$ cat config.mk
export PLATFORM = sky130hd
export DESIGN_NAME = circ_buf_reader_flat
export DESIGN_NICKNAME = d
export VERILOG_FILES = /design/src/design/acq_cfg_pkg.sv /design/src/design/acq_rec_pkg.sv /design/src/design/acq_ctl_if.sv /design/src/design/circ_buf_reader.sv /design/src/flat_wrapper.sv
export SDC_FILE = /design/constraint.sdc
export NUM_CORES = 2
export LEC_CHECK = 0
export BUFFER_PORTS_ARGS = -buffer_cell sky130_fd_sc_hd__buf_2
export CAP_MARGIN = 20
export CORE_MARGIN = 2
export CORE_UTILIZATION = 50
export CTS_CLUSTER_SIZE = 28
export DETAILED_ROUTE_END_ITERATION = 12
export GPL_ROUTABILITY_DRIVEN = 0
export PLACE_DENSITY = 0.66
export SLEW_MARGIN = 20
export SYNTH_ARGS = -nofsm -noshare
export SYNTH_HDL_FRONTEND = slang
export SYNTH_SLANG_ARGS = --single-unit
$ cat constraint.sdc
create_clock -name clk -period 9.85 [get_ports clk]
set_input_delay 1.97 -clock clk [delete_from_list [all_inputs] [get_ports clk]]
set_output_delay 1.97 -clock clk [all_outputs]
set_load 0.1 [all_outputs]
$ cat src/design/acq_cfg_pkg.sv
package acq_cfg_pkg;

    // circular sample buffer geometry
    localparam int BUF_DEPTH = 64;
    localparam int BUF_AW = 6;

    // one buffer word is a packed pair of 12-bit samples in 16-bit halves
    localparam int BUF_WORD_W = 32;

    // a data burst is four buffer words, giving one 128-bit record word
    localparam int BURST_WORDS = 4;
    localparam int REC_W = BUF_WORD_W * BURST_WORDS;

    // record words allowed in flight toward the memory writer
    localparam int CREDIT_MAX = 4;

    // flop depth on the enable and trigger inputs
    localparam int SYNC_STAGES = 4;

    // buffer address, wraps modulo BUF_DEPTH
    typedef logic [BUF_AW-1:0] buf_addr_t;

    // raw adc word as written into the buffer
    typedef logic [BUF_WORD_W-1:0] buf_word_t;

    // one record word toward the memory writer
    typedef logic [REC_W-1:0] rec_word_t;

    typedef logic [7:0] burst_cnt_t;

    // holds 0 up to CREDIT_MAX
    typedef logic [2:0] credit_cnt_t;

    typedef logic [15:0] fill_num_t;

    typedef logic [31:0] csum_t;

endpackage

$ cat src/design/acq_rec_pkg.sv
package acq_rec_pkg;

    // record tags sit in bits 127:124
    typedef logic [3:0] tag_t;

    localparam tag_t TAG_FILL_HDR = 4'hF;
    localparam tag_t TAG_WFM_HDR = 4'hA;
    localparam tag_t TAG_CSUM = 4'hC;

    // {acq_enable1, acq_enable0}, zero means acquisition is off
    typedef logic [1:0] fill_type_t;

    // bursts per fill, indexed by fill type
    localparam acq_cfg_pkg::burst_cnt_t FILL_BURSTS [4] = '{8'd0, 8'd2, 8'd4, 8'd8};

    // state indices into the one-hot sequencer vector
    typedef enum logic [3:0] {
        IDLE,
        WATCH_FOR_TRIG,
        FILL_INIT1,
        FILL_INIT2,
        WAVEFORM_INIT1,
        WAVEFORM_INIT2,
        WAVEFORM_INIT3,
        RUN1,
        RUN2,
        RUN3,
        RUN4,
        CHECKSUM1,
        CHECKSUM2,
        DRAIN_WAIT,
        DONE
    } seq_state_t;

    localparam int NUM_STATES = 15;

    typedef logic [NUM_STATES-1:0] state_vec_t;

endpackage

$ cat src/design/acq_ctl_if.sv
interface acq_ctl_if;
    import acq_cfg_pkg::*;
    import acq_rec_pkg::*;

    // strobes from the sequencer, all registered
    fill_type_t fill_type;
    logic fill_hdr_sel;
    logic wfm_hdr_sel;
    logic dat_sel;
    logic csum_sel;
    logic csum_update;
    logic out_valid;
    logic burst_cntr_init;
    logic burst_cntr_en;
    logic fill_cntr_en;
    logic init_rd_addr;
    logic fetch_burst;
    logic capture_en;

    // status back to the sequencer
    logic burst_cntr_zero;
    logic credit_ok;
    logic credits_home;

    // datapath values shared by the reader and the builder
    burst_cnt_t burst_total;
    buf_addr_t start_addr;
    rec_word_t burst_data;

    modport seq (
        output fill_type, fill_hdr_sel, wfm_hdr_sel, dat_sel, csum_sel, csum_update,
        output out_valid, burst_cntr_init, burst_cntr_en, fill_cntr_en,
        output init_rd_addr, fetch_burst, capture_en,
        input  burst_cntr_zero, credit_ok, credits_home
    );

    modport reader (
        input  init_rd_addr, fetch_burst, capture_en, burst_total,
        output burst_data, start_addr
    );

    modport builder (
        input  fill_type, fill_hdr_sel, wfm_hdr_sel, dat_sel, csum_sel, csum_update,
        input  out_valid, burst_cntr_init, burst_cntr_en, fill_cntr_en,
        input  burst_data, start_addr,
        output burst_cntr_zero, credit_ok, credits_home, burst_total
    );

endinterface

$ cat src/design/circ_buf_reader.sv
module circ_buf_reader (
    input  logic                   clk,
    input  logic                   adc_acq_full_reset,
    input  acq_cfg_pkg::buf_word_t adc_data,
    acq_ctl_if.reader              ctl
);
    import acq_cfg_pkg::*;

    // sample ram, four read lanes for the burst fetch
    buf_word_t mem [BUF_DEPTH];

    buf_addr_t wr_ptr;
    buf_addr_t rd_ptr;
    // words in this fill
    buf_addr_t span;
    // oldest word of the fill in the frozen buffer
    buf_addr_t start_calc;

    // record continuously until the sequencer freezes the buffer
    always_ff @(posedge clk) begin
        if (ctl.capture_en) begin
            mem[wr_ptr] <= adc_data;
        end
    end

    // write pointer only moves on a write
    always_ff @(posedge clk) begin
        if (adc_acq_full_reset) begin
            wr_ptr <= '0;
        end else if (ctl.capture_en) begin
            wr_ptr <= wr_ptr + 1'b1;
        end
    end

    // up to 8 bursts of 4 words, always below BUF_DEPTH
    assign span = buf_addr_t'(ctl.burst_total * BURST_WORDS);

    // the fill ends at the last word written before the freeze
    assign start_calc = wr_ptr - span;

    // read pointer steps one burst per fetch
    always_ff @(posedge clk) begin
        if (adc_acq_full_reset) begin
            rd_ptr <= '0;
            ctl.start_addr <= '0;
        end else if (ctl.init_rd_addr) begin
            rd_ptr <= start_calc;
            // same address goes into the waveform header
            ctl.start_addr <= start_calc;
        end else if (ctl.fetch_burst) begin
            rd_ptr <= rd_ptr + buf_addr_t'(BURST_WORDS);
        end
    end

    // one-cycle read of four consecutive words
    // lowest address lands in bits 31:0, addresses wrap around the buffer
    always_ff @(posedge clk) begin
        if (ctl.fetch_burst) begin
            for (int l = 0; l < BURST_WORDS; l++) begin
                ctl.burst_data[l*BUF_WORD_W +: BUF_WORD_W] <= mem[rd_ptr + buf_addr_t'(l)];
            end
        end
    end

endmodule

$ cat src/flat_wrapper.sv
// flat-port wrapper written by rule: the top's interface ports become plain ports
module circ_buf_reader_flat import acq_cfg_pkg::*;
  (clk, adc_acq_full_reset, adc_data, ctl_init_rd_addr, ctl_fetch_burst, ctl_capture_en, ctl_burst_total, ctl_burst_data, ctl_start_addr);
  acq_ctl_if ctl_i ();
  input  logic clk;
  input  logic adc_acq_full_reset;
  input  acq_cfg_pkg::buf_word_t adc_data;
  input wire logic [$bits(ctl_i.init_rd_addr)-1:0] ctl_init_rd_addr;
  input wire logic [$bits(ctl_i.fetch_burst)-1:0] ctl_fetch_burst;
  input wire logic [$bits(ctl_i.capture_en)-1:0] ctl_capture_en;
  input wire logic [$bits(ctl_i.burst_total)-1:0] ctl_burst_total;
  output wire logic [$bits(ctl_i.burst_data)-1:0] ctl_burst_data;
  output wire logic [$bits(ctl_i.start_addr)-1:0] ctl_start_addr;
  assign ctl_i.init_rd_addr = ctl_init_rd_addr;
  assign ctl_i.fetch_burst = ctl_fetch_burst;
  assign ctl_i.capture_en = ctl_capture_en;
  assign ctl_i.burst_total = ctl_burst_total;
  assign ctl_burst_data = ctl_i.burst_data;
  assign ctl_start_addr = ctl_i.start_addr;
  circ_buf_reader u_core (.clk(clk), .adc_acq_full_reset(adc_acq_full_reset), .adc_data(adc_data), .ctl(ctl_i));
endmodule
Word-level counts from Yosys, hierarchy flattened
Memories as Yosys holds them, arrays and structs flattened. A register that Yosys moved wholly into a read port is not among the register bits.
Index checks and enable logic that the tools add are counted.
W data, S select, Z words.
{ "word_totals": {"register_bits": 18, "latch_bits": 0, "mem_bits_rw": 2048, "romBits": 0, "elab_cells": 15, "memories": 1} }
{ "classes": {"n_addsub": 6, "mul": 0, "div_mod_pow": 0, "magnitude_cmp": 0, "eq_ne": 0, "n_shift": 0, "muxes": 4, "n_bitwise": 0, "reduce_logical": 1} }
{ "mem_list": {"columns": ["name", "words", "word_bits", "read_ports", "rd_clocked_by_memory_dff", "wr", "line_no", "source"], "rows": [
  ["u_core.mem", 64, 32, 4, 4, 1, "circ_buf_reader.sv:10", "buf_word_t mem [BUF_DEPTH];"]
]} }
{ "ops": {"columns": ["cell", "count"], "rows": [
  ["$add A6 B1 Y6 const B", 2],
  ["$add A6 B2 Y6 const B", 2],
  ["$mux W6", 2],
  ["$add A6 B3 Y6 const B", 1],
  ["$sub A6 B6 Y6", 1],
  ["$mux W1", 2],
  ["$reduce_bool A2 Y1", 1]
]} }

Depth between registers and ports, before layout
{ "depth": {"word_depth": 3, "mapped_depth": 17, "depth_no_buf": 8} }

Least setup slack after synthesis
No wires, ideal clock.
{ "synth_timing": {"kind": "input port to flip-flop", "from": "in ctl_capture_en", "to": "mem u_core.mem[24][0] (netlist name) (enable)", "t_arrival_ps": 4815, "t_required_ps": 9389, "slack_ps": 4574, "cell_stages": 5, "n_path_buf": 1, "path_cell_list": "clkbuf_1 -> nand2_1 -> nor2_1 -> nand3b_1 -> nor3_1"} }
{ "synth_via": {"elab_chain_len": 2} }
{ "synth_rtl": {"columns": ["item", "line_no", "source"], "rows": [
  ["start, declared", "flat_wrapper.sv:10", "input wire logic [$bits(ctl_i.capture_en)-1:0] ctl_capture_en;"],
  ["$mux W1", "circ_buf_reader.sv:21", "if (ctl.capture_en) begin"],
  ["$mux W1 (implied by the code)", "circ_buf_reader.sv:22", "mem[wr_ptr] <= adc_data;"],
  ["end, declared", "circ_buf_reader.sv:10", null]
]} }
No other way between the ends.

==> results.md <==
* Status: completed
* IO Pins at 179
* Via density per instance at 8.06
* # clock sinks at 2194
* WP data arrival at approximately 6.3 ns
* Layout fillers at between 15000 and 20000
* Post-Route WL at between 400000 and 500000 µm
* Worst setup EP type: flip-flop
* Final setup violation count at 0
* Number of synthesized register bits at about 2200
* Worst Path Max Fanout at between 100 and 150
* Max Buffers Root-to-Sink at 3
* Nets at between 7000 and 8000
* Crit Reg-Reg Endpoint: u_core.ctl.burst_data[12]
* Die Footprint at between 0.2 and 0.3 mm²
* Fmax achieved at approximately 170 MHz
* LEAKAGE at between 40 and 50 nW
* Layout area overhead at 9.42%
* CP startpoint: u_core.rd_ptr[0]
* Worst reg2reg setup slack at around 4.1 ns
* Startpoint Class: flip-flop
* Number of gates resized after CTS at 0
* Post-Syn Instances at slightly above 7000
* Initial antenna violation count at 52
* Die X at about 500 µm
* Root Driver: clkbuf_16
* Hold buffers post-CTS at 0
* FP Rows at 187
* CORE AREA at around 0.26 mm²
* Worst-path clk slew at about 0.070 ns
* Slew margin rel. at 0.0384
* Cell Area, Synth at between 0.1 and 0.15 mm²
* Avg Inst Size Synth at between 15 and 20 µm²
* CTS tree: done
* Pre-CTS setup slack at 4.25 ns
* Async SR Flop Fraction at 0
* Initial Util at 0.503
* Commonest cells after routing, fill and taps aside: edfxtp_1, mux4_2, nand2_1
* Tmin final at between 5 and 6 ns
* CP Data Required Time at approximately 10 ns
* Slowest cell on the critical path: a21oi_1
* Crit Path Category: flip-flop to flip-flop
* Cell mode on critical path: buf_12
* Area occupied by multi-input gates at between 0.06 and 0.07 mm²
* WL/cell at 44.5 µm
* Vias at about 87000
* Final worst slack at between 4 and 5 ns
* TNS Setup at 0 ns
* Hold Crit Class: flip-flop to flip-flop
* Predominant post-synthesis flop cell: edfxtp_1
* Drt drc at 0
* I/O Buffers at 174
* Slew @ Worst Pin at about 1.4 ns
* Distinct cells, synth at 50
* Worst VDD drop at about 260 µV
* Chip height at slightly above 500 µm
* Final slew viol count at 0
* Worst skew pair latency at 0.91 ns
* RSZ-0062 raised after global routing: false
* Worst reg2reg path depth at 8
* First-pass GRT wire length at 658000 µm
* Share of layout cells above drive strength 1 at 0.418
* Detail Route Antenna Nets at 0
* Sequential share of the synthesized area at 0.503
* Pwr dens at 168 mW/mm²
* Area post-placement at approximately 0.14 mm²
* Synth warnings at 0
* Post-CTS Repair Setup Buffers at 0
* Mapped Nets at approximately 7200
* GRT Total Usage at 0.360
* Max-Cap Viols at 0
* CP Depth at 8
* CTS buffer count at approximately 230
* H-Tree Depth at 4
* GRT overflow at 0
* Vias in the first global route at between 80000 and 90000
* Register area at around 0.066 mm²
* Final hold viol count at 0
* Leading cell type in the layout, fill and taps excluded: edfxtp_1
* Final Hold Slack at around 0.48 ns
* DRT iter0 DRCs at 16400
* Top delay family on crit path: buffers and inverters
* Buf/Inv on CP at 3
* Post-DP HPWL at about 280000 µm
* EDFF count, synth at around 2200
* CP endpoint: u_core.ctl.burst_data[12]
* Worst R2R Start: u_core.rd_ptr[0]
* Setup Skew at around 0.076 ns
* Largest net degree at the start of global routing at approximately 140
* CP max stage delay at 0.83 ns
* Design Area, Final at approximately 0.14 mm²
* Tcrit/Tclk final at 0.581
* Critical Path, Cell by Cell: buf_12 > buf_12 > buf_4 > mux2i_1 > mux4_2 > o211ai_1 > o22ai_1 > a21oi_1
* DR pass1 iterations at 8
* Tot Pwr at between 20 and 25 mW
==> worst register-to-register path, stage by stage, from the launching register on <==
cell and delay [ns]:
dfxtp_4 0.74, buf_12 0.74, buf_12 0.84, buf_4 0.88, mux2i_1 0.25, mux4_2 0.51
o211ai_1 0.41, o22ai_1 0.16, a21oi_1 0.83
==> where the power goes <==
group          internal, mW  leakage (nW)  total (mW)  switching [mW]
combinational          1.60          18.7        4.57            2.97
sequential             10.4          19.8        10.6           0.135
clock                  5.10          3.71        8.92            3.82
==> routing by layer <==
metal	GRT usage	up-vias	part of all wire	wire length [µm]
met3	0.137	1594	0.16	77900
li1	-	31500	-	-
met4	0.238	30	0.079	37700
met5	0	-	0.00042	203
met1	0.465	45300	0.33	156000
met2	0.509	8373	0.43	207000
==> cells by family after synthesis <==
kind of cell    Yosys count  synth area share
xor+xnor                 28           0.00199
flops                  2194             0.503
fa+ha+maj                10           0.00102
mux                    2475             0.398
simple gates           1223            0.0394
buf+inv                 748            0.0278
compound gates          514            0.0282
==> worst min-delay path by stage <==
stage / cells past startpoint / start / slack [ns] / end
2_1_floorplan: 3 / u_core.wr_ptr[0] / 0.58 / u_core.wr_ptr[1]
3_3_place_gp: 1 / u_core.ctl.start_addr[2] / 0.44 / u_core.ctl.start_addr[2]
3_5_place_dp: 1 / u_core.ctl.start_addr[2] / 0.45 / u_core.ctl.start_addr[2]
4_1_cts: 1 / u_core.ctl.start_addr[2] / 0.46 / u_core.ctl.start_addr[2]
5_1_grt: 1 / u_core.ctl.start_addr[2] / 0.49 / u_core.ctl.start_addr[2]
6_report: 1 / u_core.ctl.start_addr[2] / 0.48 / u_core.ctl.start_addr[2]
==> cell usage after synthesis, types with 2 or more instances <==
cell type	n	share of area
a21oi_1	91	0.0035
a221oi_1	32	0.0021
a22oi_1	49	0.0028
a31o_2	29	0.0019
a31oi_1	23	0.0011
a32oi_1	84	0.0056
and2_1	29	0.0014
and3_1	5	0.00024
buf_1	37	0.0011
buf_2	275	0.011
buf_4	83	0.0048
buf_6	21	0.0018
clkbuf_1	293	0.0084
dfxtp_1	18	0.0028
edfxtp_1	2176	0.50
ha_1	9	0.00086
inv_1	37	0.0011
mux2_2	6	0.00052
mux2i_1	295	0.023
mux4_2	2174	0.38
nand2_1	755	0.022
nand2b_1	10	0.00048
nand3_1	242	0.0093
nand3b_1	3	0.00017
nand4_1	38	0.0018
nor2_1	124	0.0036
nor2b_1	7	0.00034
nor3_1	6	0.00023
o2111ai_1	34	0.0023
o211ai_1	34	0.0020
o21a_1	7	0.00040
o21ai_0	52	0.0020
o21ai_1	4	0.00015
o221ai_1	32	0.0021
o22ai_1	37	0.0018
or3_1	2	0.000096
xnor2_1	15	0.0010
xor2_1	11	0.00074
xor2_2	2	0.00025
==> stage by stage <==
step / cells / utilization
6_report: 10800 / 0.550
5_1_grt: 10700 / 0.550
4_1_cts: 10700 / 0.549
3_3_place_gp: 10300 / 0.520
3_5_place_dp: 10300 / 0.520
2_1_floorplan: 7192 / -
==> layout make-up <==
class / count / area share
clock inverter: 158 / 0.0112
clock buffer: 269 / 0.0421
antenna: 59 / 0.00103
timing repair buffer: 394 / 0.0208
tap: 3402 / 0.0298
multi-input combinational: 4250 / 0.434
inverter: 38 / 0.00105
sequential: 2194 / 0.460
==> flip-flops by register name, summed over array words and instances, names as in the netlist <==
name	flops
u_core.mem	2048
u_core.ctl.burst_data	128
u_core.ctl.start_addr	6
u_core.rd_ptr	6
u_core.wr_ptr	6
Power figures use the tool's default switching activity.
