File: config.mk
export PLATFORM = sky130hd
export DESIGN_NAME = acq_record_builder_flat
export DESIGN_NICKNAME = d
export VERILOG_FILES = /design/src/design/acq_cfg_pkg.sv /design/src/design/acq_rec_pkg.sv /design/src/design/acq_ctl_if.sv /design/src/design/acq_record_builder.sv /design/src/flat_wrapper.sv
export SDC_FILE = /design/constraint.sdc
export NUM_CORES = 1
export LEC_CHECK = 0
export BUFFER_PORTS_ARGS = -buffer_cell sky130_fd_sc_hd__buf_2
export CAP_MARGIN = 20
export CORE_ASPECT_RATIO = 1.2
export CORE_MARGIN = 1
export CORE_UTILIZATION = 42
export CTS_BUF_LIST = sky130_fd_sc_hd__clkbuf_4 sky130_fd_sc_hd__clkbuf_8 sky130_fd_sc_hd__clkbuf_16
export DETAILED_ROUTE_END_ITERATION = 10
export GPL_ROUTABILITY_DRIVEN = 0
export PLACE_DENSITY_LB_ADDON = 0.3
export SKIP_CTS_REPAIR_TIMING = 1
export SYNTH_ARGS = -nofsm -noshare
export SYNTH_HDL_FRONTEND = slang
export SYNTH_SLANG_ARGS = --single-unit
File: constraint.sdc
create_clock -name clk -period 5.72 [get_ports clk]
set_clock_uncertainty 0.05 [all_clocks]
set_input_delay 1.144 -clock clk [delete_from_list [all_inputs] [get_ports clk]]
set_output_delay 1.144 -clock clk [all_outputs]
set_load 0.01 [all_outputs]
File: src/design/acq_cfg_pkg.sv
package acq_cfg_pkg;

    // circular sample buffer geometry
    localparam int BUF_DEPTH = 64;
    localparam int BUF_AW = 6;

    // one buffer word is a packed pair of 12-bit samples in 16-bit halves
    localparam int BUF_WORD_W = 32;

    // a data burst is four buffer words, giving one 128-bit record word
    localparam int BURST_WORDS = 4;
    localparam int REC_W = BUF_WORD_W * BURST_WORDS;

    // record words allowed in flight toward the memory writer
    localparam int CREDIT_MAX = 4;

    // flop depth on the enable and trigger inputs
    localparam int SYNC_STAGES = 4;

    // buffer address, wraps modulo BUF_DEPTH
    typedef logic [BUF_AW-1:0] buf_addr_t;

    // raw adc word as written into the buffer
    typedef logic [BUF_WORD_W-1:0] buf_word_t;

    // one record word toward the memory writer
    typedef logic [REC_W-1:0] rec_word_t;

    typedef logic [7:0] burst_cnt_t;

    // holds 0 up to CREDIT_MAX
    typedef logic [2:0] credit_cnt_t;

    typedef logic [15:0] fill_num_t;

    typedef logic [31:0] csum_t;

endpackage

File: src/design/acq_rec_pkg.sv
package acq_rec_pkg;

    // record tags sit in bits 127:124
    typedef logic [3:0] tag_t;

    localparam tag_t TAG_FILL_HDR = 4'hF;
    localparam tag_t TAG_WFM_HDR = 4'hA;
    localparam tag_t TAG_CSUM = 4'hC;

    // {acq_enable1, acq_enable0}, zero means acquisition is off
    typedef logic [1:0] fill_type_t;

    // bursts per fill, indexed by fill type
    localparam acq_cfg_pkg::burst_cnt_t FILL_BURSTS [4] = '{8'd0, 8'd2, 8'd4, 8'd8};

    // state indices into the one-hot sequencer vector
    typedef enum logic [3:0] {
        IDLE,
        WATCH_FOR_TRIG,
        FILL_INIT1,
        FILL_INIT2,
        WAVEFORM_INIT1,
        WAVEFORM_INIT2,
        WAVEFORM_INIT3,
        RUN1,
        RUN2,
        RUN3,
        RUN4,
        CHECKSUM1,
        CHECKSUM2,
        DRAIN_WAIT,
        DONE
    } seq_state_t;

    localparam int NUM_STATES = 15;

    typedef logic [NUM_STATES-1:0] state_vec_t;

endpackage

File: src/design/acq_ctl_if.sv
interface acq_ctl_if;
    import acq_cfg_pkg::*;
    import acq_rec_pkg::*;

    // strobes from the sequencer, all registered
    fill_type_t fill_type;
    logic fill_hdr_sel;
    logic wfm_hdr_sel;
    logic dat_sel;
    logic csum_sel;
    logic csum_update;
    logic out_valid;
    logic burst_cntr_init;
    logic burst_cntr_en;
    logic fill_cntr_en;
    logic init_rd_addr;
    logic fetch_burst;
    logic capture_en;

    // status back to the sequencer
    logic burst_cntr_zero;
    logic credit_ok;
    logic credits_home;

    // datapath values shared by the reader and the builder
    burst_cnt_t burst_total;
    buf_addr_t start_addr;
    rec_word_t burst_data;

    modport seq (
        output fill_type, fill_hdr_sel, wfm_hdr_sel, dat_sel, csum_sel, csum_update,
        output out_valid, burst_cntr_init, burst_cntr_en, fill_cntr_en,
        output init_rd_addr, fetch_burst, capture_en,
        input  burst_cntr_zero, credit_ok, credits_home
    );

    modport reader (
        input  init_rd_addr, fetch_burst, capture_en, burst_total,
        output burst_data, start_addr
    );

    modport builder (
        input  fill_type, fill_hdr_sel, wfm_hdr_sel, dat_sel, csum_sel, csum_update,
        input  out_valid, burst_cntr_init, burst_cntr_en, fill_cntr_en,
        input  burst_data, start_addr,
        output burst_cntr_zero, credit_ok, credits_home, burst_total
    );

endinterface

File: src/design/acq_record_builder.sv
module acq_record_builder (
    input  logic                   clk,
    input  logic                   adc_acq_full_reset,
    input  logic                   rec_credit,
    acq_ctl_if.builder             ctl,
    output logic                   rec_valid,
    output acq_cfg_pkg::rec_word_t rec_data
);
    import acq_cfg_pkg::*;
    import acq_rec_pkg::*;

    burst_cnt_t burst_cnt;
    fill_num_t fill_num;
    csum_t csum;
    csum_t lane_sum;
    credit_cnt_t credit_cnt;

    // selected word and its holding register
    rec_word_t word_mux;
    rec_word_t word_q;

    // burst count for the current fill type
    assign ctl.burst_total = FILL_BURSTS[ctl.fill_type];

    // counts bursts still to fetch
    always_ff @(posedge clk) begin
        if (adc_acq_full_reset) begin
            burst_cnt <= '0;
        end else if (ctl.burst_cntr_init) begin
            burst_cnt <= ctl.burst_total;
        end else if (ctl.burst_cntr_en && burst_cnt != '0) begin
            burst_cnt <= burst_cnt - 1'b1;
        end
    end

    assign ctl.burst_cntr_zero = (burst_cnt == '0);

    // fill number, first fill after reset is 0
    always_ff @(posedge clk) begin
        if (adc_acq_full_reset) begin
            fill_num <= '0;
        end else if (ctl.fill_cntr_en) begin
            fill_num <= fill_num + 1'b1;
        end
    end

    // sum of the four 32-bit lanes of the current burst
    always_comb begin
        lane_sum = '0;
        for (int l = 0; l < BURST_WORDS; l++) begin
            lane_sum = lane_sum + ctl.burst_data[l*BUF_WORD_W +: BUF_WORD_W];
        end
    end

    // wrapping checksum, restarts with each fill header
    always_ff @(posedge clk) begin
        if (adc_acq_full_reset) begin
            csum <= '0;
        end else if (ctl.fill_hdr_sel) begin
            csum <= '0;
        end else if (ctl.csum_update) begin
            csum <= csum + lane_sum;
        end
    end

    // word mux, unused bits stay zero
    always_comb begin
        word_mux = '0;
        if (ctl.fill_hdr_sel) begin
            word_mux[127:124] = TAG_FILL_HDR;
            word_mux[31:16] = fill_num;
            word_mux[15:8] = ctl.burst_total;
            word_mux[1:0] = ctl.fill_type;
        end else if (ctl.wfm_hdr_sel) begin
            word_mux[127:124] = TAG_WFM_HDR;
            word_mux[5:0] = ctl.start_addr;
        end else if (ctl.dat_sel) begin
            // data bursts go out untagged
            word_mux = ctl.burst_data;
        end else if (ctl.csum_sel) begin
            word_mux[127:124] = TAG_CSUM;
            word_mux[31:0] = csum;
        end
    end

    // the select state loads the word, the write state sends it
    always_ff @(posedge clk) begin
        if (ctl.fill_hdr_sel || ctl.wfm_hdr_sel || ctl.dat_sel || ctl.csum_sel) begin
            word_q <= word_mux;
        end
        if (ctl.out_valid) begin
            rec_data <= word_q;
        end
    end

    always_ff @(posedge clk) begin
        if (adc_acq_full_reset) begin
            rec_valid <= 1'b0;
        end else begin
            rec_valid <= ctl.out_valid;
        end
    end

    // credit pool
    // a credit is taken on the write strobe, one cycle ahead of rec_valid,
    // so a select state right after a write already sees the reduced count
    always_ff @(posedge clk) begin
        if (adc_acq_full_reset) begin
            credit_cnt <= credit_cnt_t'(CREDIT_MAX);
        end else begin
            case ({ctl.out_valid, rec_credit})
                2'b10: credit_cnt <= credit_cnt - 1'b1;
                2'b01: credit_cnt <= credit_cnt + 1'b1;
                default: credit_cnt <= credit_cnt;
            endcase
        end
    end

    assign ctl.credit_ok = (credit_cnt != '0);
    assign ctl.credits_home = (credit_cnt == credit_cnt_t'(CREDIT_MAX));

endmodule

File: src/flat_wrapper.sv
// flat-port wrapper written by rule: the top's interface ports become plain ports
module acq_record_builder_flat import acq_cfg_pkg::*; import acq_rec_pkg::*;
  (clk, adc_acq_full_reset, rec_credit, rec_valid, rec_data, ctl_fill_type, ctl_fill_hdr_sel, ctl_wfm_hdr_sel, ctl_dat_sel, ctl_csum_sel, ctl_csum_update, ctl_out_valid, ctl_burst_cntr_init, ctl_burst_cntr_en, ctl_fill_cntr_en, ctl_burst_data, ctl_start_addr, ctl_burst_cntr_zero, ctl_credit_ok, ctl_credits_home, ctl_burst_total);
  acq_ctl_if ctl_i ();
  input  logic clk;
  input  logic adc_acq_full_reset;
  input  logic rec_credit;
  output logic rec_valid;
  output acq_cfg_pkg::rec_word_t rec_data;
  input wire logic [$bits(ctl_i.fill_type)-1:0] ctl_fill_type;
  input wire logic [$bits(ctl_i.fill_hdr_sel)-1:0] ctl_fill_hdr_sel;
  input wire logic [$bits(ctl_i.wfm_hdr_sel)-1:0] ctl_wfm_hdr_sel;
  input wire logic [$bits(ctl_i.dat_sel)-1:0] ctl_dat_sel;
  input wire logic [$bits(ctl_i.csum_sel)-1:0] ctl_csum_sel;
  input wire logic [$bits(ctl_i.csum_update)-1:0] ctl_csum_update;
  input wire logic [$bits(ctl_i.out_valid)-1:0] ctl_out_valid;
  input wire logic [$bits(ctl_i.burst_cntr_init)-1:0] ctl_burst_cntr_init;
  input wire logic [$bits(ctl_i.burst_cntr_en)-1:0] ctl_burst_cntr_en;
  input wire logic [$bits(ctl_i.fill_cntr_en)-1:0] ctl_fill_cntr_en;
  input wire logic [$bits(ctl_i.burst_data)-1:0] ctl_burst_data;
  input wire logic [$bits(ctl_i.start_addr)-1:0] ctl_start_addr;
  output wire logic [$bits(ctl_i.burst_cntr_zero)-1:0] ctl_burst_cntr_zero;
  output wire logic [$bits(ctl_i.credit_ok)-1:0] ctl_credit_ok;
  output wire logic [$bits(ctl_i.credits_home)-1:0] ctl_credits_home;
  output wire logic [$bits(ctl_i.burst_total)-1:0] ctl_burst_total;
  assign ctl_i.fill_type = ctl_fill_type;
  assign ctl_i.fill_hdr_sel = ctl_fill_hdr_sel;
  assign ctl_i.wfm_hdr_sel = ctl_wfm_hdr_sel;
  assign ctl_i.dat_sel = ctl_dat_sel;
  assign ctl_i.csum_sel = ctl_csum_sel;
  assign ctl_i.csum_update = ctl_csum_update;
  assign ctl_i.out_valid = ctl_out_valid;
  assign ctl_i.burst_cntr_init = ctl_burst_cntr_init;
  assign ctl_i.burst_cntr_en = ctl_burst_cntr_en;
  assign ctl_i.fill_cntr_en = ctl_fill_cntr_en;
  assign ctl_i.burst_data = ctl_burst_data;
  assign ctl_i.start_addr = ctl_start_addr;
  assign ctl_burst_cntr_zero = ctl_i.burst_cntr_zero;
  assign ctl_credit_ok = ctl_i.credit_ok;
  assign ctl_credits_home = ctl_i.credits_home;
  assign ctl_burst_total = ctl_i.burst_total;
  acq_record_builder u_core (.clk(clk), .adc_acq_full_reset(adc_acq_full_reset), .rec_credit(rec_credit), .ctl(ctl_i), .rec_valid(rec_valid), .rec_data(rec_data));
endmodule
# Word level (Yosys, flattened, before mapping)
# Cells that the tools add are included.
[totals]
rom_bits = 0
latchBits = 0
ram_bits = 0
memories = 0
output_inout_bits = 140
register_bits = 316
elab_cells = 51
inputBits = 148
[op_classes]
n_div = 0
muxes = 15
n_eq_ne = 3
n_bitwise = 2
addsub = 8
n_shift = 0
order_cmp = 1
multipliers = 0
n_reduce_logical = 12
[ops]
columns = ["op", "n"]
rows = [
  ["$add A32 B32 Y32", 4],
  ["$mux W32", 2],
  ["$mux W8", 4],
  ["$mux W26", 1],
  ["$mux W24", 1],
  ["$add A16 B1 Y16 const B", 1],
  ["$bmux W8 S2", 1],
  ["$logic_not A8 Y1", 1],
  ["$mux W4", 2],
  ["$reduce_bool A8 Y1", 1],
  ["$sub A8 B1 Y8 const B", 1],
  ["$mux W6", 1],
  ["$pmux W3 S2", 1],
  ["$reduce_bool A2 Y1", 2],
  ["$reduce_or A2 Y1", 2],
  ["$add A3 B1 Y3 const B", 1],
  ["$eq A3 B3 Y1 const B", 1],
  ["$ge A3 B3 Y1 const B", 1],
  ["$logic_or A1 B1 Y1", 3],
  ["$mux W3", 1],
  ["$not A2 Y3", 1],
  ["$reduce_bool A3 Y1", 1],
  ["$reduce_or A3 Y1", 1],
  ["$sub A3 B1 Y3 const B", 1],
  ["5 further kinds", 5],
]

# Depth between registers and ports, before layout
[logic_depth]
depth_word = 5
ltp_mapped = 17
mapped_depth_nobuf = 16

# Worst setup path after synthesis
# Ideal clock, no wire load.
[synth_timing]
path_kind = "input-to-reg"
from = "input ctl_burst_data[15]"
to = "register u_core.csum[30]"
required_time_ns = 5.553
path_stages = 16
arrival_ns = 5.064
setup_ns = 0.117
setup_slack_ns = 0.489
n_path_buf = 0
cell_sequence = "inv_1 > fa_1 > inv_1 > fa_1 > inv_1 > fa_1 > inv_1 > ha_1 > a21o_1 > a21o_1 > a21o_1 > a221o_1 > a2111oi_4 > nor3_1 > or3_1 > a32o_1"
[synth_via]
elab_chain_len = 4
[synth_rtl]
columns = ["element", "line_no", "rtl"]
rows = [
  ["from (decl)", "flat_wrapper.sv:20", "input wire logic [$bits(ctl_i.burst_data)-1:0] ctl_burst_data;"],
  ["$add A32 B32 Y32 (3 in series)", "acq_record_builder.sv:51", "lane_sum = lane_sum + ctl.burst_data[l*BUF_WORD_W +: BUF_WORD_W];"],
  ["$add A32 B32 Y32", "acq_record_builder.sv:62", "csum <= csum + lane_sum;"],
  ["to (signal assigned)", "acq_record_builder.sv:62", ""],
  ["to (decl)", "acq_record_builder.sv:14", "csum_t csum;"],
]
# No other way between the ends.
# A chain may end at the register's enable or synchronous reset.

# Worst setup path in the final report
# Ends and elaborated chain as after synthesis.

==> flow_summary_export.csv <==
group,metric,value,unit
outcome,status,"completed",
timing,timing.final.crit_share,88.0,%
setup_path,slowest_stage,"fa_1",
global_route,grt_pass1_wl,56300,µm
power,switching_share,32.6,%
detailed_routing,vias_per_cell,4.89,
yosys,synth_cells,1311,
timing,tns,0,ns
detailed_routing,drt-wirelength-per-cell,17.3,µm
placement,placed_cells,2030,
detailed_routing,drt_iter0_drc,768,
power,clockPowerShare,29.9,%
worst_hold_path,holdCritStartpoint,"u_core.word_q[0]",
die,start_util,43.0,%
setup_path,r2r_setup_slack,2.14,ns
clock_network,cts_tree,"yes",
setup_path,startpoint,"ctl_burst_data[15]",
power,power_density,411,nW/µm²
setup_path,max_stage_delay,0.57,ns
die,io_pins,288,
global_route,overflow,0,
placement,post-place-ws,0.151,ns
global_route,grt_pass1_vias,10500,
yosys,netlist_area,15600,µm²
die,die_w,178,µm
setup_path,crit_fanout,5,
detailed_routing,dr.pass1.iters,5,
clock_network,clk_pin_slew_worst_paths,0.07,ns
detailed_routing,num_vias,10200,
worst_hold_path,min_to,"u_core.rec_data[0]",
power,power_leakage,9.06,nW
setup_path,critPathArrivalTime,5.38,ns
timing,worst_slack,0.688,ns
die,coreArea,36200,µm²
clock_network,cts_made_buffers,34,
final_layout,antenna_cells,0,
clock_network,clock_latency,0.53,ns
final_layout,final_nets,1875,
timing,relSlewSlack,34.7,%
setup_path,cpMostUsedCell,"inv_1",
final_layout,stdcell_count,2091,
power,switchingPower,2.51,mW
yosys,ys_types,54,
yosys,yosysWarnings,0,
global_route,grt_max_degree,77,
detailed_routing,drc,0,
setup_path,rr_worst_depth,12,
placement,dp_hpwl,26300,µm
timing,hold_viol_final,0,
setup_path,reg2reg_from,"u_core.csum[15]",
final_layout,syn_to_final_growth,20.0,%
global_route,gr-usage-all-layers,19.4,%
placement,port_buffers,282,
setup_path,required,6.07,ns
timing,period_needed,5.03,ns
yosys,ys_seq_area_share,57.0,%
placement,dpl-instance-area,17500,µm²
timing,drv_slew,0,
yosys,ys.flop_type,"edfxtp_1",
yosys,ys_seq_elements,316,
yosys,syn_avg_cell_area,11.9,µm²
clock_network,htree_levels,2,
die,dieArea,37900,µm²
yosys,synth_edf_count,256,
job,maxCapViolations,0,
die,placementRows,76,
power,combPwrFrac,33.8,%
setup_path,path_delay_family,"adder cells",
timing,rsz0062_at_grt,"false",
final_layout,fillers,3220,
final_layout,postLayoutCellArea,18700,µm²
power,power.internal,5.17,mW
setup_path,crit_path_end_kind,"flip-flop",
clock_network,clock_sinks,316,
worst_hold_path,worstHoldPathType,"flip-flop to flip-flop",
setup_path,worstPathCellList,"buf_2 > inv_1 > fa_1 > inv_1 > fa_1 > inv_1 > fa_1 > inv_1 > ha_1 > a21o_1 > a21o_1 > a21o_1 > a221o_1 > a2111oi_4 > nor3_1 > or3_1 > a32o_1",
setup_path,startpoint_type,"input pin",
setup_path,r2r-end,"u_core.csum[30]",
detailed_routing,drt_wl_total,36200,µm
power,seqPwrFrac,36.2,%
power,ir_drop,0.201,mV
timing,report.final.setup_viol,0,
setup_path,cp_num_buf_inv,5,
clock_network,clockBufferDepth,3,
power,power.total,7.68,mW
timing,max_freq,199,MHz
die,fp.dieH,213,µm
timing,max_slew.worst_pin.slew,0.980,ns
yosys,async_reset_ff_share,0,%
final_layout,drive_above_1_share,22.1,%
detailed_routing,ant_nets,0,
clock_network,root_buffer,"clkbuf_16",
worst_hold_path,worstHoldPathCells,0,
global_route,antenna_found_initial,1,
setup_path,path_class,"input pin to flip-flop",
[power by group through the flow]
stage,Sequential [mW],Clock (mW),Combinational (mW)
6_report,2.78,2.30,2.60
5_1_grt,2.80,2.42,2.96
4_1_cts,2.78,2.35,2.61
3_5_place_dp,2.83,0,2.58
3_3_place_gp,2.82,0,2.55
2_1_floorplan,2.82,0,1.90
[layout make-up]
| cell class | instances | area (µm²) | share of cell area [%] |
|---|---|---|---|
| Inverter | 300 | 1130 | 6.02 |
| Multi-Input combinational cell | 653 | 5420 | 29.0 |
| Clock inverter | 18 | 201 | 1.08 |
| Sequential cell | 316 | 8890 | 47.5 |
| Clock buffer | 43 | 971 | 5.19 |
| Tap cell | 468 | 586 | 3.13 |
| Timing Repair Buffer | 293 | 1510 | 8.09 |
[logic make-up (layout without fill, tap and decap cells)]
| kind of cell | count (synthesis) | after routing | synth area share, % |
|---|---|---|---|
| simple gates | 302 | 302 | 9.17 |
| flops | 316 | 316 | 57.0 |
| mux | 21 | 21 | 1.35 |
| other cells | 1 | 5 | 0.0241 |
| xor+xnor | 50 | 50 | 2.81 |
| compound gates | 146 | 146 | 6.36 |
| buf+inv | 346 | 654 | 8.45 |
| fa+ha+maj | 129 | 129 | 14.8 |
[worst max-delay path by stage]
stage / endpoint / slack (ns) / depth (start not counted)
after floorplan: u_core.csum[30] / 0.49 / 16
after global placement: u_core.csum[28] / 0.22 / 17
after detailed placement: u_core.csum[28] / 0.15 / 17
after CTS: u_core.csum[28] / 0.68 / 17
after global routing: u_core.csum[30] / 0.46 / 17
final: u_core.csum[30] / 0.69 / 17
[routing by layer]
metal	vias up	global-route usage, %	wire (µm)
li1	4888	-	-
met2	279	32.3	17500
met1	5007	26.3	16000
met5	-	0	17
met4	2	4.80	619
met3	45	3.31	2080
[placed cells by master, fill, tap and decap left out, drive strengths merged, types with 36 or more instances in the layout]
cell type / synthesis / layout
nand2: 48 / 48
fa: 93 / 93
and3: 45 / 45
buf: 9 / 293
clkbuf: 37 / 43
edfxtp: 256 / 256
dfxtp: 60 / 60
inv: 300 / 302
ha: 36 / 36
a21oi: 46 / 46
nor2: 136 / 136
[flip-flops by register name, summed over array words and instances (netlist names)]
| name | count |
|---|---|
| u_core.rec_valid | 1 |
| u_core.csum | 32 |
| u_core.rec_data | 128 |
| u_core.word_q | 128 |
| u_core.burst_cnt | 8 |
| u_core.credit_cnt | 3 |
| u_core.fill_num | 16 |
[synthesized netlist by cell type, drive strengths merged (2+ instances only)]
cell	instances	area (µm²)
a32o	3	30.0
o31ai	3	22.5
or4	4	30.0
and3	45	282
nand3	9	45.0
xor2	22	193
o221ai	4	35.0
o2111ai	2	17.5
clkbuf	37	139
edfxtp	256	7690
a21o	16	120
dfxtp	60	1200
nor3b	2	15.0
o21a	5	37.5
inv	300	1130
and2	8	50.1
xnor2	28	245
fa	93	1860
a21oi	46	230
a31oi	6	37.5
ha	36	450
nor2b	4	25.0
nor3	18	90.1
nor4	2	12.5
nand2b	2	12.5
nand4	4	25.0
nor4b	2	17.5
o21bai	4	30.0
or3	8	50.1
a222oi	17	170
buf	9	52.6
o21ai	28	140
o211ai	2	15.0
nor2	136	510
nand2	48	180
mux2i	21	210
or2	2	12.5
and4	5	43.8
a21boi	2	15.0
[through the flow]
| step | util (%) | hold WS [ns] |
|---|---|---|
| after floorplan | - | 0.350 |
| after global placement | 48.4 | 0.351 |
| after detailed placement | 48.4 | 0.355 |
| after CTS | 51.6 | 0.355 |
| after global routing | 51.6 | 0.366 |
| final | 51.6 | 0.356 |
(Power assumes the default switching activity.)
