File: src/design/acq_cfg_pkg.sv
package acq_cfg_pkg;

    // circular sample buffer geometry
    localparam int BUF_DEPTH = 64;
    localparam int BUF_AW = 6;

    // one buffer word is a packed pair of 12-bit samples in 16-bit halves
    localparam int BUF_WORD_W = 32;

    // a data burst is four buffer words, giving one 128-bit record word
    localparam int BURST_WORDS = 4;
    localparam int REC_W = BUF_WORD_W * BURST_WORDS;

    // record words allowed in flight toward the memory writer
    localparam int CREDIT_MAX = 4;

    // flop depth on the enable and trigger inputs
    localparam int SYNC_STAGES = 4;

    // buffer address, wraps modulo BUF_DEPTH
    typedef logic [BUF_AW-1:0] buf_addr_t;

    // raw adc word as written into the buffer
    typedef logic [BUF_WORD_W-1:0] buf_word_t;

    // one record word toward the memory writer
    typedef logic [REC_W-1:0] rec_word_t;

    typedef logic [7:0] burst_cnt_t;

    // holds 0 up to CREDIT_MAX
    typedef logic [2:0] credit_cnt_t;

    typedef logic [15:0] fill_num_t;

    typedef logic [31:0] csum_t;

endpackage

File: src/design/acq_rec_pkg.sv
package acq_rec_pkg;

    // record tags sit in bits 127:124
    typedef logic [3:0] tag_t;

    localparam tag_t TAG_FILL_HDR = 4'hF;
    localparam tag_t TAG_WFM_HDR = 4'hA;
    localparam tag_t TAG_CSUM = 4'hC;

    // {acq_enable1, acq_enable0}, zero means acquisition is off
    typedef logic [1:0] fill_type_t;

    // bursts per fill, indexed by fill type
    localparam acq_cfg_pkg::burst_cnt_t FILL_BURSTS [4] = '{8'd0, 8'd2, 8'd4, 8'd8};

    // state indices into the one-hot sequencer vector
    typedef enum logic [3:0] {
        IDLE,
        WATCH_FOR_TRIG,
        FILL_INIT1,
        FILL_INIT2,
        WAVEFORM_INIT1,
        WAVEFORM_INIT2,
        WAVEFORM_INIT3,
        RUN1,
        RUN2,
        RUN3,
        RUN4,
        CHECKSUM1,
        CHECKSUM2,
        DRAIN_WAIT,
        DONE
    } seq_state_t;

    localparam int NUM_STATES = 15;

    typedef logic [NUM_STATES-1:0] state_vec_t;

endpackage

File: src/design/acq_ctl_if.sv
interface acq_ctl_if;
    import acq_cfg_pkg::*;
    import acq_rec_pkg::*;

    // strobes from the sequencer, all registered
    fill_type_t fill_type;
    logic fill_hdr_sel;
    logic wfm_hdr_sel;
    logic dat_sel;
    logic csum_sel;
    logic csum_update;
    logic out_valid;
    logic burst_cntr_init;
    logic burst_cntr_en;
    logic fill_cntr_en;
    logic init_rd_addr;
    logic fetch_burst;
    logic capture_en;

    // status back to the sequencer
    logic burst_cntr_zero;
    logic credit_ok;
    logic credits_home;

    // datapath values shared by the reader and the builder
    burst_cnt_t burst_total;
    buf_addr_t start_addr;
    rec_word_t burst_data;

    modport seq (
        output fill_type, fill_hdr_sel, wfm_hdr_sel, dat_sel, csum_sel, csum_update,
        output out_valid, burst_cntr_init, burst_cntr_en, fill_cntr_en,
        output init_rd_addr, fetch_burst, capture_en,
        input  burst_cntr_zero, credit_ok, credits_home
    );

    modport reader (
        input  init_rd_addr, fetch_burst, capture_en, burst_total,
        output burst_data, start_addr
    );

    modport builder (
        input  fill_type, fill_hdr_sel, wfm_hdr_sel, dat_sel, csum_sel, csum_update,
        input  out_valid, burst_cntr_init, burst_cntr_en, fill_cntr_en,
        input  burst_data, start_addr,
        output burst_cntr_zero, credit_ok, credits_home, burst_total
    );

endinterface

File: src/design/adc_acq_sm_cbuf.sv
module adc_acq_sm_cbuf (
    input  logic   clk,
    input  logic   adc_acq_full_reset,
    input  logic   acq_enable0,
    input  logic   acq_enable1,
    input  logic   acq_trig,
    acq_ctl_if.seq ctl,
    output logic   acq_done,
    output logic   sm_idle
);
    import acq_cfg_pkg::*;
    import acq_rec_pkg::*;

    // shift registers, bit 0 takes the raw input
    logic [SYNC_STAGES-1:0] en0_sync;
    logic [SYNC_STAGES-1:0] en1_sync;
    logic [SYNC_STAGES-1:0] trig_sync;

    fill_type_t fill_type_sync;
    logic mode_enabled;
    logic trig_seen;

    state_vec_t cs;
    state_vec_t ns;

    // enables and trigger come from another clock domain
    always_ff @(posedge clk) begin
        if (adc_acq_full_reset) begin
            en0_sync <= '0;
            en1_sync <= '0;
            trig_sync <= '0;
        end else begin
            en0_sync <= {en0_sync[SYNC_STAGES-2:0], acq_enable0};
            en1_sync <= {en1_sync[SYNC_STAGES-2:0], acq_enable1};
            trig_sync <= {trig_sync[SYNC_STAGES-2:0], acq_trig};
        end
    end

    assign fill_type_sync = {en1_sync[SYNC_STAGES-1], en0_sync[SYNC_STAGES-1]};
    // any nonzero fill type arms the sequencer
    assign mode_enabled = |fill_type_sync;
    assign trig_seen = trig_sync[SYNC_STAGES-1];

    // state register, comes out of reset in IDLE
    always_ff @(posedge clk) begin
        if (adc_acq_full_reset) begin
            cs <= '0;
            cs[IDLE] <= 1'b1;
        end else begin
            cs <= ns;
        end
    end

    // next state, exactly one bit of ns is set
    always_comb begin
        ns = '0;
        case (1'b1)
            // wait until armed
            cs[IDLE]: ns[mode_enabled ? WATCH_FOR_TRIG : IDLE] = 1'b1;
            // no trigger yet, so go back and recheck the enables
            cs[WATCH_FOR_TRIG]: ns[trig_seen ? FILL_INIT1 : IDLE] = 1'b1;
            // select states wait for a free credit before their write state
            cs[FILL_INIT1]: ns[ctl.credit_ok ? FILL_INIT2 : FILL_INIT1] = 1'b1;
            cs[FILL_INIT2]: ns[WAVEFORM_INIT1] = 1'b1;
            cs[WAVEFORM_INIT1]: ns[WAVEFORM_INIT2] = 1'b1;
            cs[WAVEFORM_INIT2]: ns[ctl.credit_ok ? WAVEFORM_INIT3 : WAVEFORM_INIT2] = 1'b1;
            cs[WAVEFORM_INIT3]: ns[RUN1] = 1'b1;
            // burst fetch in RUN1, data ready by RUN3
            cs[RUN1]: ns[RUN2] = 1'b1;
            cs[RUN2]: ns[RUN3] = 1'b1;
            cs[RUN3]: ns[ctl.credit_ok ? RUN4 : RUN3] = 1'b1;
            // one waveform per fill, so the last burst goes straight to the checksum
            cs[RUN4]: ns[ctl.burst_cntr_zero ? CHECKSUM1 : RUN1] = 1'b1;
            cs[CHECKSUM1]: ns[ctl.credit_ok ? CHECKSUM2 : CHECKSUM1] = 1'b1;
            cs[CHECKSUM2]: ns[DRAIN_WAIT] = 1'b1;
            // the memory writer has taken the whole record once all credits are back
            cs[DRAIN_WAIT]: ns[ctl.credits_home ? DONE : DRAIN_WAIT] = 1'b1;
            // hold off a retrigger while the trigger is still high
            cs[DONE]: ns[(mode_enabled && trig_seen) ? DONE : IDLE] = 1'b1;
            default: ns[IDLE] = 1'b1;
        endcase
    end

    // outputs are registered from ns so they change on state entry
    always_ff @(posedge clk) begin
        if (adc_acq_full_reset) begin
            ctl.fill_type <= '0;
            ctl.fill_hdr_sel <= 1'b0;
            ctl.wfm_hdr_sel <= 1'b0;
            ctl.dat_sel <= 1'b0;
            ctl.csum_sel <= 1'b0;
            ctl.csum_update <= 1'b0;
            ctl.out_valid <= 1'b0;
            ctl.burst_cntr_init <= 1'b0;
            ctl.burst_cntr_en <= 1'b0;
            ctl.fill_cntr_en <= 1'b0;
            ctl.init_rd_addr <= 1'b0;
            ctl.fetch_burst <= 1'b0;
            ctl.capture_en <= 1'b1;
            acq_done <= 1'b0;
            sm_idle <= 1'b1;
        end else begin
            // fill type is taken on arming and held through the fill
            if (ns[WATCH_FOR_TRIG]) begin
                ctl.fill_type <= fill_type_sync;
            end
            // mux selects
            ctl.fill_hdr_sel <= ns[FILL_INIT1];
            ctl.wfm_hdr_sel <= ns[WAVEFORM_INIT2];
            ctl.dat_sel <= ns[RUN3];
            ctl.csum_sel <= ns[CHECKSUM1];
            // one strobe per write state
            ctl.out_valid <= ns[FILL_INIT2] | ns[WAVEFORM_INIT3] | ns[RUN4] | ns[CHECKSUM2];
            ctl.csum_update <= ns[RUN4];
            // read pointer and burst count both set up at waveform start
            ctl.burst_cntr_init <= ns[WAVEFORM_INIT1];
            ctl.init_rd_addr <= ns[WAVEFORM_INIT1];
            ctl.burst_cntr_en <= ns[RUN1];
            ctl.fetch_burst <= ns[RUN1];
            ctl.fill_cntr_en <= ns[CHECKSUM2];
            // buffer keeps recording only while waiting for a trigger
            ctl.capture_en <= ns[IDLE] | ns[WATCH_FOR_TRIG];
            sm_idle <= ns[IDLE];
            // single pulse on entry to DONE
            acq_done <= ns[DONE] & ~cs[DONE];
        end
    end

endmodule

File: src/flat_wrapper.sv
// flat-port wrapper written by rule: the top's interface ports become plain ports
module adc_acq_sm_cbuf_flat import acq_cfg_pkg::*; import acq_rec_pkg::*;
  (clk, adc_acq_full_reset, acq_enable0, acq_enable1, acq_trig, acq_done, sm_idle, ctl_fill_type, ctl_fill_hdr_sel, ctl_wfm_hdr_sel, ctl_dat_sel, ctl_csum_sel, ctl_csum_update, ctl_out_valid, ctl_burst_cntr_init, ctl_burst_cntr_en, ctl_fill_cntr_en, ctl_init_rd_addr, ctl_fetch_burst, ctl_capture_en, ctl_burst_cntr_zero, ctl_credit_ok, ctl_credits_home);
  acq_ctl_if ctl_i ();
  input  logic clk;
  input  logic adc_acq_full_reset;
  input  logic acq_enable0;
  input  logic acq_enable1;
  input  logic acq_trig;
  output logic acq_done;
  output logic sm_idle;
  output wire logic [$bits(ctl_i.fill_type)-1:0] ctl_fill_type;
  output wire logic [$bits(ctl_i.fill_hdr_sel)-1:0] ctl_fill_hdr_sel;
  output wire logic [$bits(ctl_i.wfm_hdr_sel)-1:0] ctl_wfm_hdr_sel;
  output wire logic [$bits(ctl_i.dat_sel)-1:0] ctl_dat_sel;
  output wire logic [$bits(ctl_i.csum_sel)-1:0] ctl_csum_sel;
  output wire logic [$bits(ctl_i.csum_update)-1:0] ctl_csum_update;
  output wire logic [$bits(ctl_i.out_valid)-1:0] ctl_out_valid;
  output wire logic [$bits(ctl_i.burst_cntr_init)-1:0] ctl_burst_cntr_init;
  output wire logic [$bits(ctl_i.burst_cntr_en)-1:0] ctl_burst_cntr_en;
  output wire logic [$bits(ctl_i.fill_cntr_en)-1:0] ctl_fill_cntr_en;
  output wire logic [$bits(ctl_i.init_rd_addr)-1:0] ctl_init_rd_addr;
  output wire logic [$bits(ctl_i.fetch_burst)-1:0] ctl_fetch_burst;
  output wire logic [$bits(ctl_i.capture_en)-1:0] ctl_capture_en;
  input wire logic [$bits(ctl_i.burst_cntr_zero)-1:0] ctl_burst_cntr_zero;
  input wire logic [$bits(ctl_i.credit_ok)-1:0] ctl_credit_ok;
  input wire logic [$bits(ctl_i.credits_home)-1:0] ctl_credits_home;
  assign ctl_fill_type = ctl_i.fill_type;
  assign ctl_fill_hdr_sel = ctl_i.fill_hdr_sel;
  assign ctl_wfm_hdr_sel = ctl_i.wfm_hdr_sel;
  assign ctl_dat_sel = ctl_i.dat_sel;
  assign ctl_csum_sel = ctl_i.csum_sel;
  assign ctl_csum_update = ctl_i.csum_update;
  assign ctl_out_valid = ctl_i.out_valid;
  assign ctl_burst_cntr_init = ctl_i.burst_cntr_init;
  assign ctl_burst_cntr_en = ctl_i.burst_cntr_en;
  assign ctl_fill_cntr_en = ctl_i.fill_cntr_en;
  assign ctl_init_rd_addr = ctl_i.init_rd_addr;
  assign ctl_fetch_burst = ctl_i.fetch_burst;
  assign ctl_capture_en = ctl_i.capture_en;
  assign ctl_i.burst_cntr_zero = ctl_burst_cntr_zero;
  assign ctl_i.credit_ok = ctl_credit_ok;
  assign ctl_i.credits_home = ctl_credits_home;
  adc_acq_sm_cbuf u_core (.clk(clk), .adc_acq_full_reset(adc_acq_full_reset), .acq_enable0(acq_enable0), .acq_enable1(acq_enable1), .acq_trig(acq_trig), .ctl(ctl_i), .acq_done(acq_done), .sm_idle(sm_idle));
endmodule
File: config.mk
export PLATFORM = sky130hd
export DESIGN_NAME = adc_acq_sm_cbuf_flat
export DESIGN_NICKNAME = d
export VERILOG_FILES = /design/src/design/acq_cfg_pkg.sv /design/src/design/acq_rec_pkg.sv /design/src/design/acq_ctl_if.sv /design/src/design/adc_acq_sm_cbuf.sv /design/src/flat_wrapper.sv
export SDC_FILE = /design/constraint.sdc
export NUM_CORES = 1
export LEC_CHECK = 0
export ABC_CLOCK_PERIOD_IN_PS = 1000
export BUFFER_PORTS_ARGS = -buffer_cell sky130_fd_sc_hd__buf_2
export CAP_MARGIN = 20
export CORE_AREA = 2 2 53 55
export CTS_CLUSTER_DIAMETER = 60
export DETAILED_ROUTE_END_ITERATION = 7
export DIE_AREA = 0 0 55 57
export HOLD_SLACK_MARGIN = 0.12
export PLACE_DENSITY_LB_ADDON = 0.08
export SLEW_MARGIN = 30
export SYNTH_ARGS = -nofsm -noshare
export SYNTH_HDL_FRONTEND = slang
export SYNTH_SLANG_ARGS = --single-unit
File: constraint.sdc
create_clock -name clk -period 1 [get_ports clk]
set_input_delay 0.05 -clock clk [delete_from_list [all_inputs] [get_ports clk]]
set_output_delay 0.05 -clock clk [all_outputs]
set_load 0.03 [all_outputs]
After elaboration in Yosys (flattened, before gate mapping). Index checks and enable logic that the tools add are counted. W data, S select, Z words.

Register bits after elaboration: 41. Input bits: 8. Output and inout port bits: 16. Word-level logic and storage cells: 244.

Magnitude comparators: 18. Mux-type cells: 192. Bitwise gates (word level): 6. Reduce and logical (&&, ||, !) cells: 11.

Operator list (count): $mux W1 (146); $mux W3 (31); $lt A4 B5 Y1 const B (9); $demux W1 S4 (9); $ge A4 B1 Y1 const B (9); $logic_and A1 B1 Y1 (10); $mux W2 (4); $mux W4 (2); $or A1 B1 Y1 (4); $reduce_or A2 Y1 (1); $and A1 B1 Y1 (1); $not A1 Y1 (1).

Longest topological paths before layout. Gate-level depths: netlist of the first run.

Word-level depth: 25. Gate-level depth with buffers: 3. Depth with buffers taken out: 3.

Worst setup path after synthesis of the first run. OpenSTA, ideal clock, no wires.

Path kind: flip-flop to flip-flop. Start: reg u_core.cs[4]. End: reg u_core.acq_done. Setup time: 0.088 ns. Arrival time: 1.080 ns. Data required time: 0.912 ns. Path slack: -0.168 ns. Stages on the path, launching flop included: 4. Path buffers: 0. Period minus slack after synthesis: 1.168 ns. Path through: dfxtp_1 nor3_4 nand3_4 nor4_2.

Longest elaborated chain between the ends: 6.

RTL lines: start: declaration (line adc_acq_sm_cbuf.sv:23) `state_vec_t cs;`; start signal: assignment (line adc_acq_sm_cbuf.sv:50) `cs <= ns;`; $mux W1 (5 in a row) (line adc_acq_sm_cbuf.sv:57) `case (1'b1)`; $and A1 B1 Y1 (line adc_acq_sm_cbuf.sv:125) `acq_done <= ns[DONE] & ~cs[DONE];`; end signal: assignment (line adc_acq_sm_cbuf.sv:125); end: declaration (line adc_acq_sm_cbuf.sv:8) `output logic acq_done,`.

No other way between the ends. A chain may end at the register's enable or synchronous reset.

Final worst setup path of the first run. Ends and elaborated chain as after synthesis.

==> results of run 1 <==
metrics by stage:
stage	hold slack (ns)	power [mW]	instance area, um2	setup slack [ns]	cells
finish	0.137	2.48	1790	-0.128	201
global route	0.139	2.57	1790	-0.214	201
CTS	0.0763	2.49	1660	-0.121	195
detailed placement	0.264	1.39	1370	-0.123	176
global placement	0.264	1.39	1370	-0.0713	176
floorplan	0.122	1.36	1150	-0.0834	113
flip-flops by register name, summed over array words and instances, names as in the netlist:
| signal | flops |
|---|---|
| u_core.ctl.capture_en | 1 |
| u_core.acq_done | 1 |
| u_core.cs | 15 |
| u_core.trig_sync | 4 |
| u_core.ctl.out_valid | 1 |
| u_core.ctl.fill_type | 2 |
| u_core.en1_sync | 4 |
| u_core.en0_sync | 4 |
worst register-to-register path, cell delays in order (launching register included):
cell	delay, ns
dfxtp_4	0.36
nor3_4	0.27
nand3_4	0.15
nor4_4	0.27
cells in the mapped netlist:
master     instances  share of area (%)
dfxtp_1           32                 57
nor2b_1           14                7.8
nand2_1           11                3.7
nor2_1             8                2.7
a21oi_1            7                3.1
nor3_1             7                3.1
inv_1              6                2.0
nor3b_1            6                4.0
buf_4              2                1.3
nor3_4             2                2.9
o2111ai_1          2                1.6
a211o_1            1               0.78
a21boi_0           1               0.67
a31oi_1            1               0.56
and3_1             1               0.56
clkbuf_1           1               0.33
nand2b_1           1               0.56
nand3_1            1               0.44
nand3_4            1                1.6
nand4_1            1               0.56
nor2_2             1               0.56
nor3_2             1               0.89
nor4_2             1                1.1
o211ai_1           1               0.67
o21ai_0            1               0.44
o21bai_1           1               0.67
o22ai_1            1               0.56
power groups by stage:
stage	clock (mW)	combinational, mW	sequential, mW
final	1.10	0.0943	1.28
after global routing	1.18	0.103	1.29
after CTS	1.11	0.0863	1.29
after detailed placement	0	0.0666	1.32
after global placement	0	0.0648	1.32
after floorplan	0	0.0281	1.33
per-layer routing:
layer	share of wire, %	vias to the layer above	wire length [um]	GRT usage (%)
met1	43	452	1090	22.6
met2	51	29	1280	27.9
li1	-	495	-	-
met5	0	-	0	0
met4	0.68	0	17	8.36
met3	5.1	2	128	5.50
worst paths after layout:
| kind | slack, ns | start | end |
|---|---|---|---|
| max | -0.13 | u_core.cs[4] | u_core.acq_done |
| min | 0.14 | adc_acq_full_reset | u_core.acq_done |
| max reg2reg | -0.13 | u_core.cs[4] | u_core.acq_done |
| min reg2reg | 0.44 | u_core.trig_sync[2] | u_core.trig_sync[3] |
area by class of cell:
| cell class | instances | area [um2] |
|---|---|---|
| Sequential cell | 32 | 668 |
| Clock inverter | 1 | 30.0 |
| Tap cell | 31 | 38.8 |
| Inverter | 6 | 22.5 |
| Clock buffer | 7 | 65.1 |
| Timing Repair Buffer | 52 | 428 |
| Fill cell | 210 | 827 |
| Multi-Input combinational cell | 72 | 536 |
kinds of logic after synthesis:
kind of cell / Yosys count / synth area share (%)
AND/OR/NAND/NOR: 56 / 30.4
flip-flops: 32 / 57.0
AO/OA/AOI/OAI: 16 / 9.01
buffers and inverters: 9 / 3.67
cell usage in the layout, fill, tap and decap left out, drive strengths merged, types with 2 or more instances in the layout:
| cell | Yosys | final |
|---|---|---|
| a21oi | 7 | 7 |
| buf | 2 | 42 |
| clkbuf | 1 | 10 |
| dfxtp | 32 | 32 |
| dlygate4sd3 | 0 | 7 |
| inv | 6 | 6 |
| nand2 | 11 | 11 |
| nand3 | 2 | 2 |
| nor2 | 9 | 9 |
| nor2b | 14 | 14 |
| nor3 | 10 | 10 |
| nor3b | 6 | 6 |
| o2111ai | 2 | 2 |
repair_timing:
action / in CTS / in global routing
hold endpoints to repair: 12 / 1
setup endpoints to repair: 18 / 26
resized for setup: 31 / 21
setup buffers: 5 / 6
pin swaps: 7 / 9
hold buffers: 6 / 1
==> flow_summary.toml, run 1 <==
[die]
die_h_um = 57
initial_core_util_pct = 43.0
die_w_um = 55
row_count = 19
core_mm2 = 0.00262
die-area_mm2 = 0.00314
ios = 24

[critical_path]
slowest_stage = "dfxtp_4"
start_kind = "flop"
reg2reg_depth = 3
crit_chain = "nor3_4, nand3_4, nor4_4"
critPathBufInv = 0
crit_cells = 3
cpPeakStageDelay_ns = 0.36
required_ns = 1.24
cp.arrival_ns = 1.36
critPathMaxFanout = 6
critPathKind = "reg -> reg"
endpoint_kind = "flop"
path_delay_family = "simple AND/OR/NAND/NOR gates"

[global_route]
grt_first_pass_wirelength_um = 4030
grt_usage_pct = 18.0
antenna_found_initial = 0
grt_pass1_vias = 927
grt-ovfl-total = 0
grt_max_degree = 16

[timing]
setup_viol = 14
drv_slew = 0
hold_viol_final = 0
fin_worst_skew_ns = 0.00470
period_share_pct = 113
rsz0062_at_grt = "true"
tightest_slew_ns = 0.311
fmax_mhz = 887
fin_ws_ns = -0.128
period_minus_slack_ns = 1.13
slew-limit-headroom_pct = 79.2
setup_tns_ns = -0.847

[hold_path]
hold_path_class = "in -> reg"
min_path_cells = 4

[clock_tree]
h-tree-depth = 2
cts_tree = "built"
clk_latency_ns = 0.32
clk_pin_slew_ns = 0.10
clockBufferDepth = 2
cts-root-buf = "clkbuf_4"
cts_buffers = 5
cts.sinks = 32

[logic_synthesis]
ys_warn_count = 0
avgSynthCellArea_um2 = 9.95
ys_types = 27
netlist_instances = 113
syn_nets = 121
ys_seq_elements = 32
seq_area_frac_synth_pct = 57.0
syn-cell-area_mm2 = 0.00112

[outcome]
violations = "setup timing"
outcome = "complete, but fails checks"

[run]
maxCapViolations = 0

[cells_and_area]
num_antenna_cells = 0
layout-drive-gt1-share_pct = 50.0
fin_nets = 177
areaGrowthSynthToFinish_pct = 59.0
finish.utilization_pct = 68.4

[detailed_routing]
post_drt_wl_per_cell_um = 12.5
drt_first_iter_violations = 11
vias = 978
drc = 0
wl_um = 2510
antenna_left = 0
avgViaCountPerCell = 4.87
first_pass_iters = 4

[power]
clockPowerShare_pct = 44.3
sequentialPowerShare_pct = 51.9
p_int_mw = 1.99
ir_drop_mv = 1.19
switching_share_pct = 19.4
p_sw_uw = 481
power.density_mw_per_mm2 = 1380
p_comb_share_pct = 3.8
power.leakage_nw = 0.738

[placement]
gp_congestion = 0.782
port_buffers = 23
dp_hpwl_um = 1560
Power figures use the tool's default switching activity.
==> run 2, diff against run 1 <==
Settings changed: SKIP_CTS_REPAIR_TIMING set to 1, TNS_END_PERCENT set to 20.
==> flow_summary.toml, run 2 (synthesis results as in run 1) <==
[critical_path]
start_kind = "flop"
endpoint_kind = "flop"
crit_chain = "nor3_4, nand3_4, nor4_2"
path_delay_family = "simple AND/OR/NAND/NOR gates"
r2r_slack_ns = -0.13
cp-startpoint = "u_core.cs[4]"
worstReg2RegEnd = "u_core.acq_done"
slowest_stage = "dfxtp_2"
critPathBufInv = 0
cp.arrival_ns = 1.37
required_ns = 1.24
cpPeakStageDelay_ns = 0.34
reg2reg_depth = 3
critPathMaxFanout = 6
critPathKind = "reg -> reg"
r2r-start = "u_core.cs[4]"

[timing]
period_share_pct = 113
tightest_slew_ns = 0.282
setup_viol = 12
period_minus_slack_ns = 1.13
slew-limit-headroom_pct = 81.1
fin_worst_skew_ns = 0.00899
rsz0062_at_grt = "true"
drv_slew = 0
fmax_mhz = 886
setup_tns_ns = -0.559
fin_ws_ns = -0.129
hold_viol_final = 0

[global_route]
grt_first_pass_wirelength_um = 3410
grt_usage_pct = 15.7
grt-ovfl-total = 0
grt_pass1_vias = 841
grt_max_degree = 16
antenna_found_initial = 0

[cells_and_area]
layout-drive-gt1-share_pct = 43.5
num_antenna_cells = 0
areaGrowthSynthToFinish_pct = 44.6
final_cells = 192
mostFrequentLayoutCells = "dfxtp_1, nor2b_1, buf_2"
fin_nets = 168
finish.utilization_pct = 62.2
largest-register = "u_core.cs"
final_common_cell = "dfxtp_1"
largest_register_ffs = 15

[detailed_routing]
drt-met1-wl_um = 962
met3WireLength_um = 108
vias = 918
dr_wl_met2_um = 1050
wl_um = 2170
post_drt_wl_per_cell_um = 11.3
drt_first_iter_violations = 12
antenna_left = 0
avgViaCountPerCell = 4.78
first_pass_iters = 4
drc = 0
top_layer = "met4"

[die]
row_count = 19
die_w_um = 55
core_mm2 = 0.00262
initial_core_util_pct = 43.0
die-area_mm2 = 0.00314
die_h_um = 57
ios = 24

[clock_tree]
cts_buffers = 5
clockBufferDepth = 2
cts.sinks = 32
cts_tree = "built"
clk_pin_slew_ns = 0.11
cts-root-buf = "clkbuf_4"
clk_latency_ns = 0.33
h-tree-depth = 2

[power]
power.leakage_nw = 0.662
power.density_mw_per_mm2 = 1300
ir_drop_mv = 1.07

[placement]
gp_congestion = 0.773
dp_hpwl_um = 1600
port_buffers = 23
dp.cells = 177

[outcome]
violations = "setup timing"
outcome = "complete, but fails checks"

[hold_path]
holdCritStartpoint = "adc_acq_full_reset"
hold_path_class = "in -> reg"
min_path_cells = 3
hold_path_end = "u_core.cs[1]"

[run]
maxCapViolations = 0
-- run 2: tightest hold or removal path, stage by stage --
cell	delay, ns
buf_2	0.13
nand2b_1	0.13
nor2_1	0.06
-- run 2: layout make-up --
type                            instances  area (um2)
Sequential cell                        32         658
Clock buffer                            5        37.5
Fill cell                             223         988
Tap cell                               31        38.8
Clock inverter                          3        23.8
Multi-Input combinational cell         72         497
Inverter                                6        22.5
Timing Repair Buffer                   43         349
-- run 2: how the worst max path moves through the flow --
stage / to / cells after the start
6_report: u_core.acq_done / 3
5_1_grt: u_core.acq_done / 3
4_1_cts: u_core.acq_done / 3
3_5_place_dp: u_core.acq_done / 3
3_3_place_gp: u_core.cs[12] / 3
2_1_floorplan: u_core.acq_done / 3
-- run 2: through the flow --
step | total power, mW | hold slack, ns | setup WS (ns) | area [um2]
3_5_place_dp | 1.39 | 0.266 | -0.125 | 1370
2_1_floorplan | 1.36 | 0.122 | -0.0981 | 1140
6_report | 2.11 | 0.0747 | -0.129 | 1630
5_1_grt | 2.21 | 0.0932 | -0.225 | 1630
3_3_place_gp | 1.39 | 0.264 | -0.0898 | 1370
4_1_cts | 2.13 | -0.0954 | -0.151 | 1430
-- run 2: per-layer routing --
metal | up-vias | global-route usage, %
li1 | 479 | -
met2 | 25 | 23.6
met4 | 0 | 10.5
met5 | - | 0
met3 | 6 | 5.50
met1 | 408 | 18.2
-- run 2: report_power, final --
part	total, mW	internal (mW)	switching, mW	leakage (nW)
Sequential	1.29	1.29	0.00535	0.264
Clock	0.730	0.276	0.454	0.0274
Combinational	0.0856	0.0469	0.0386	0.370
Total	2.11	1.61	0.498	0.662
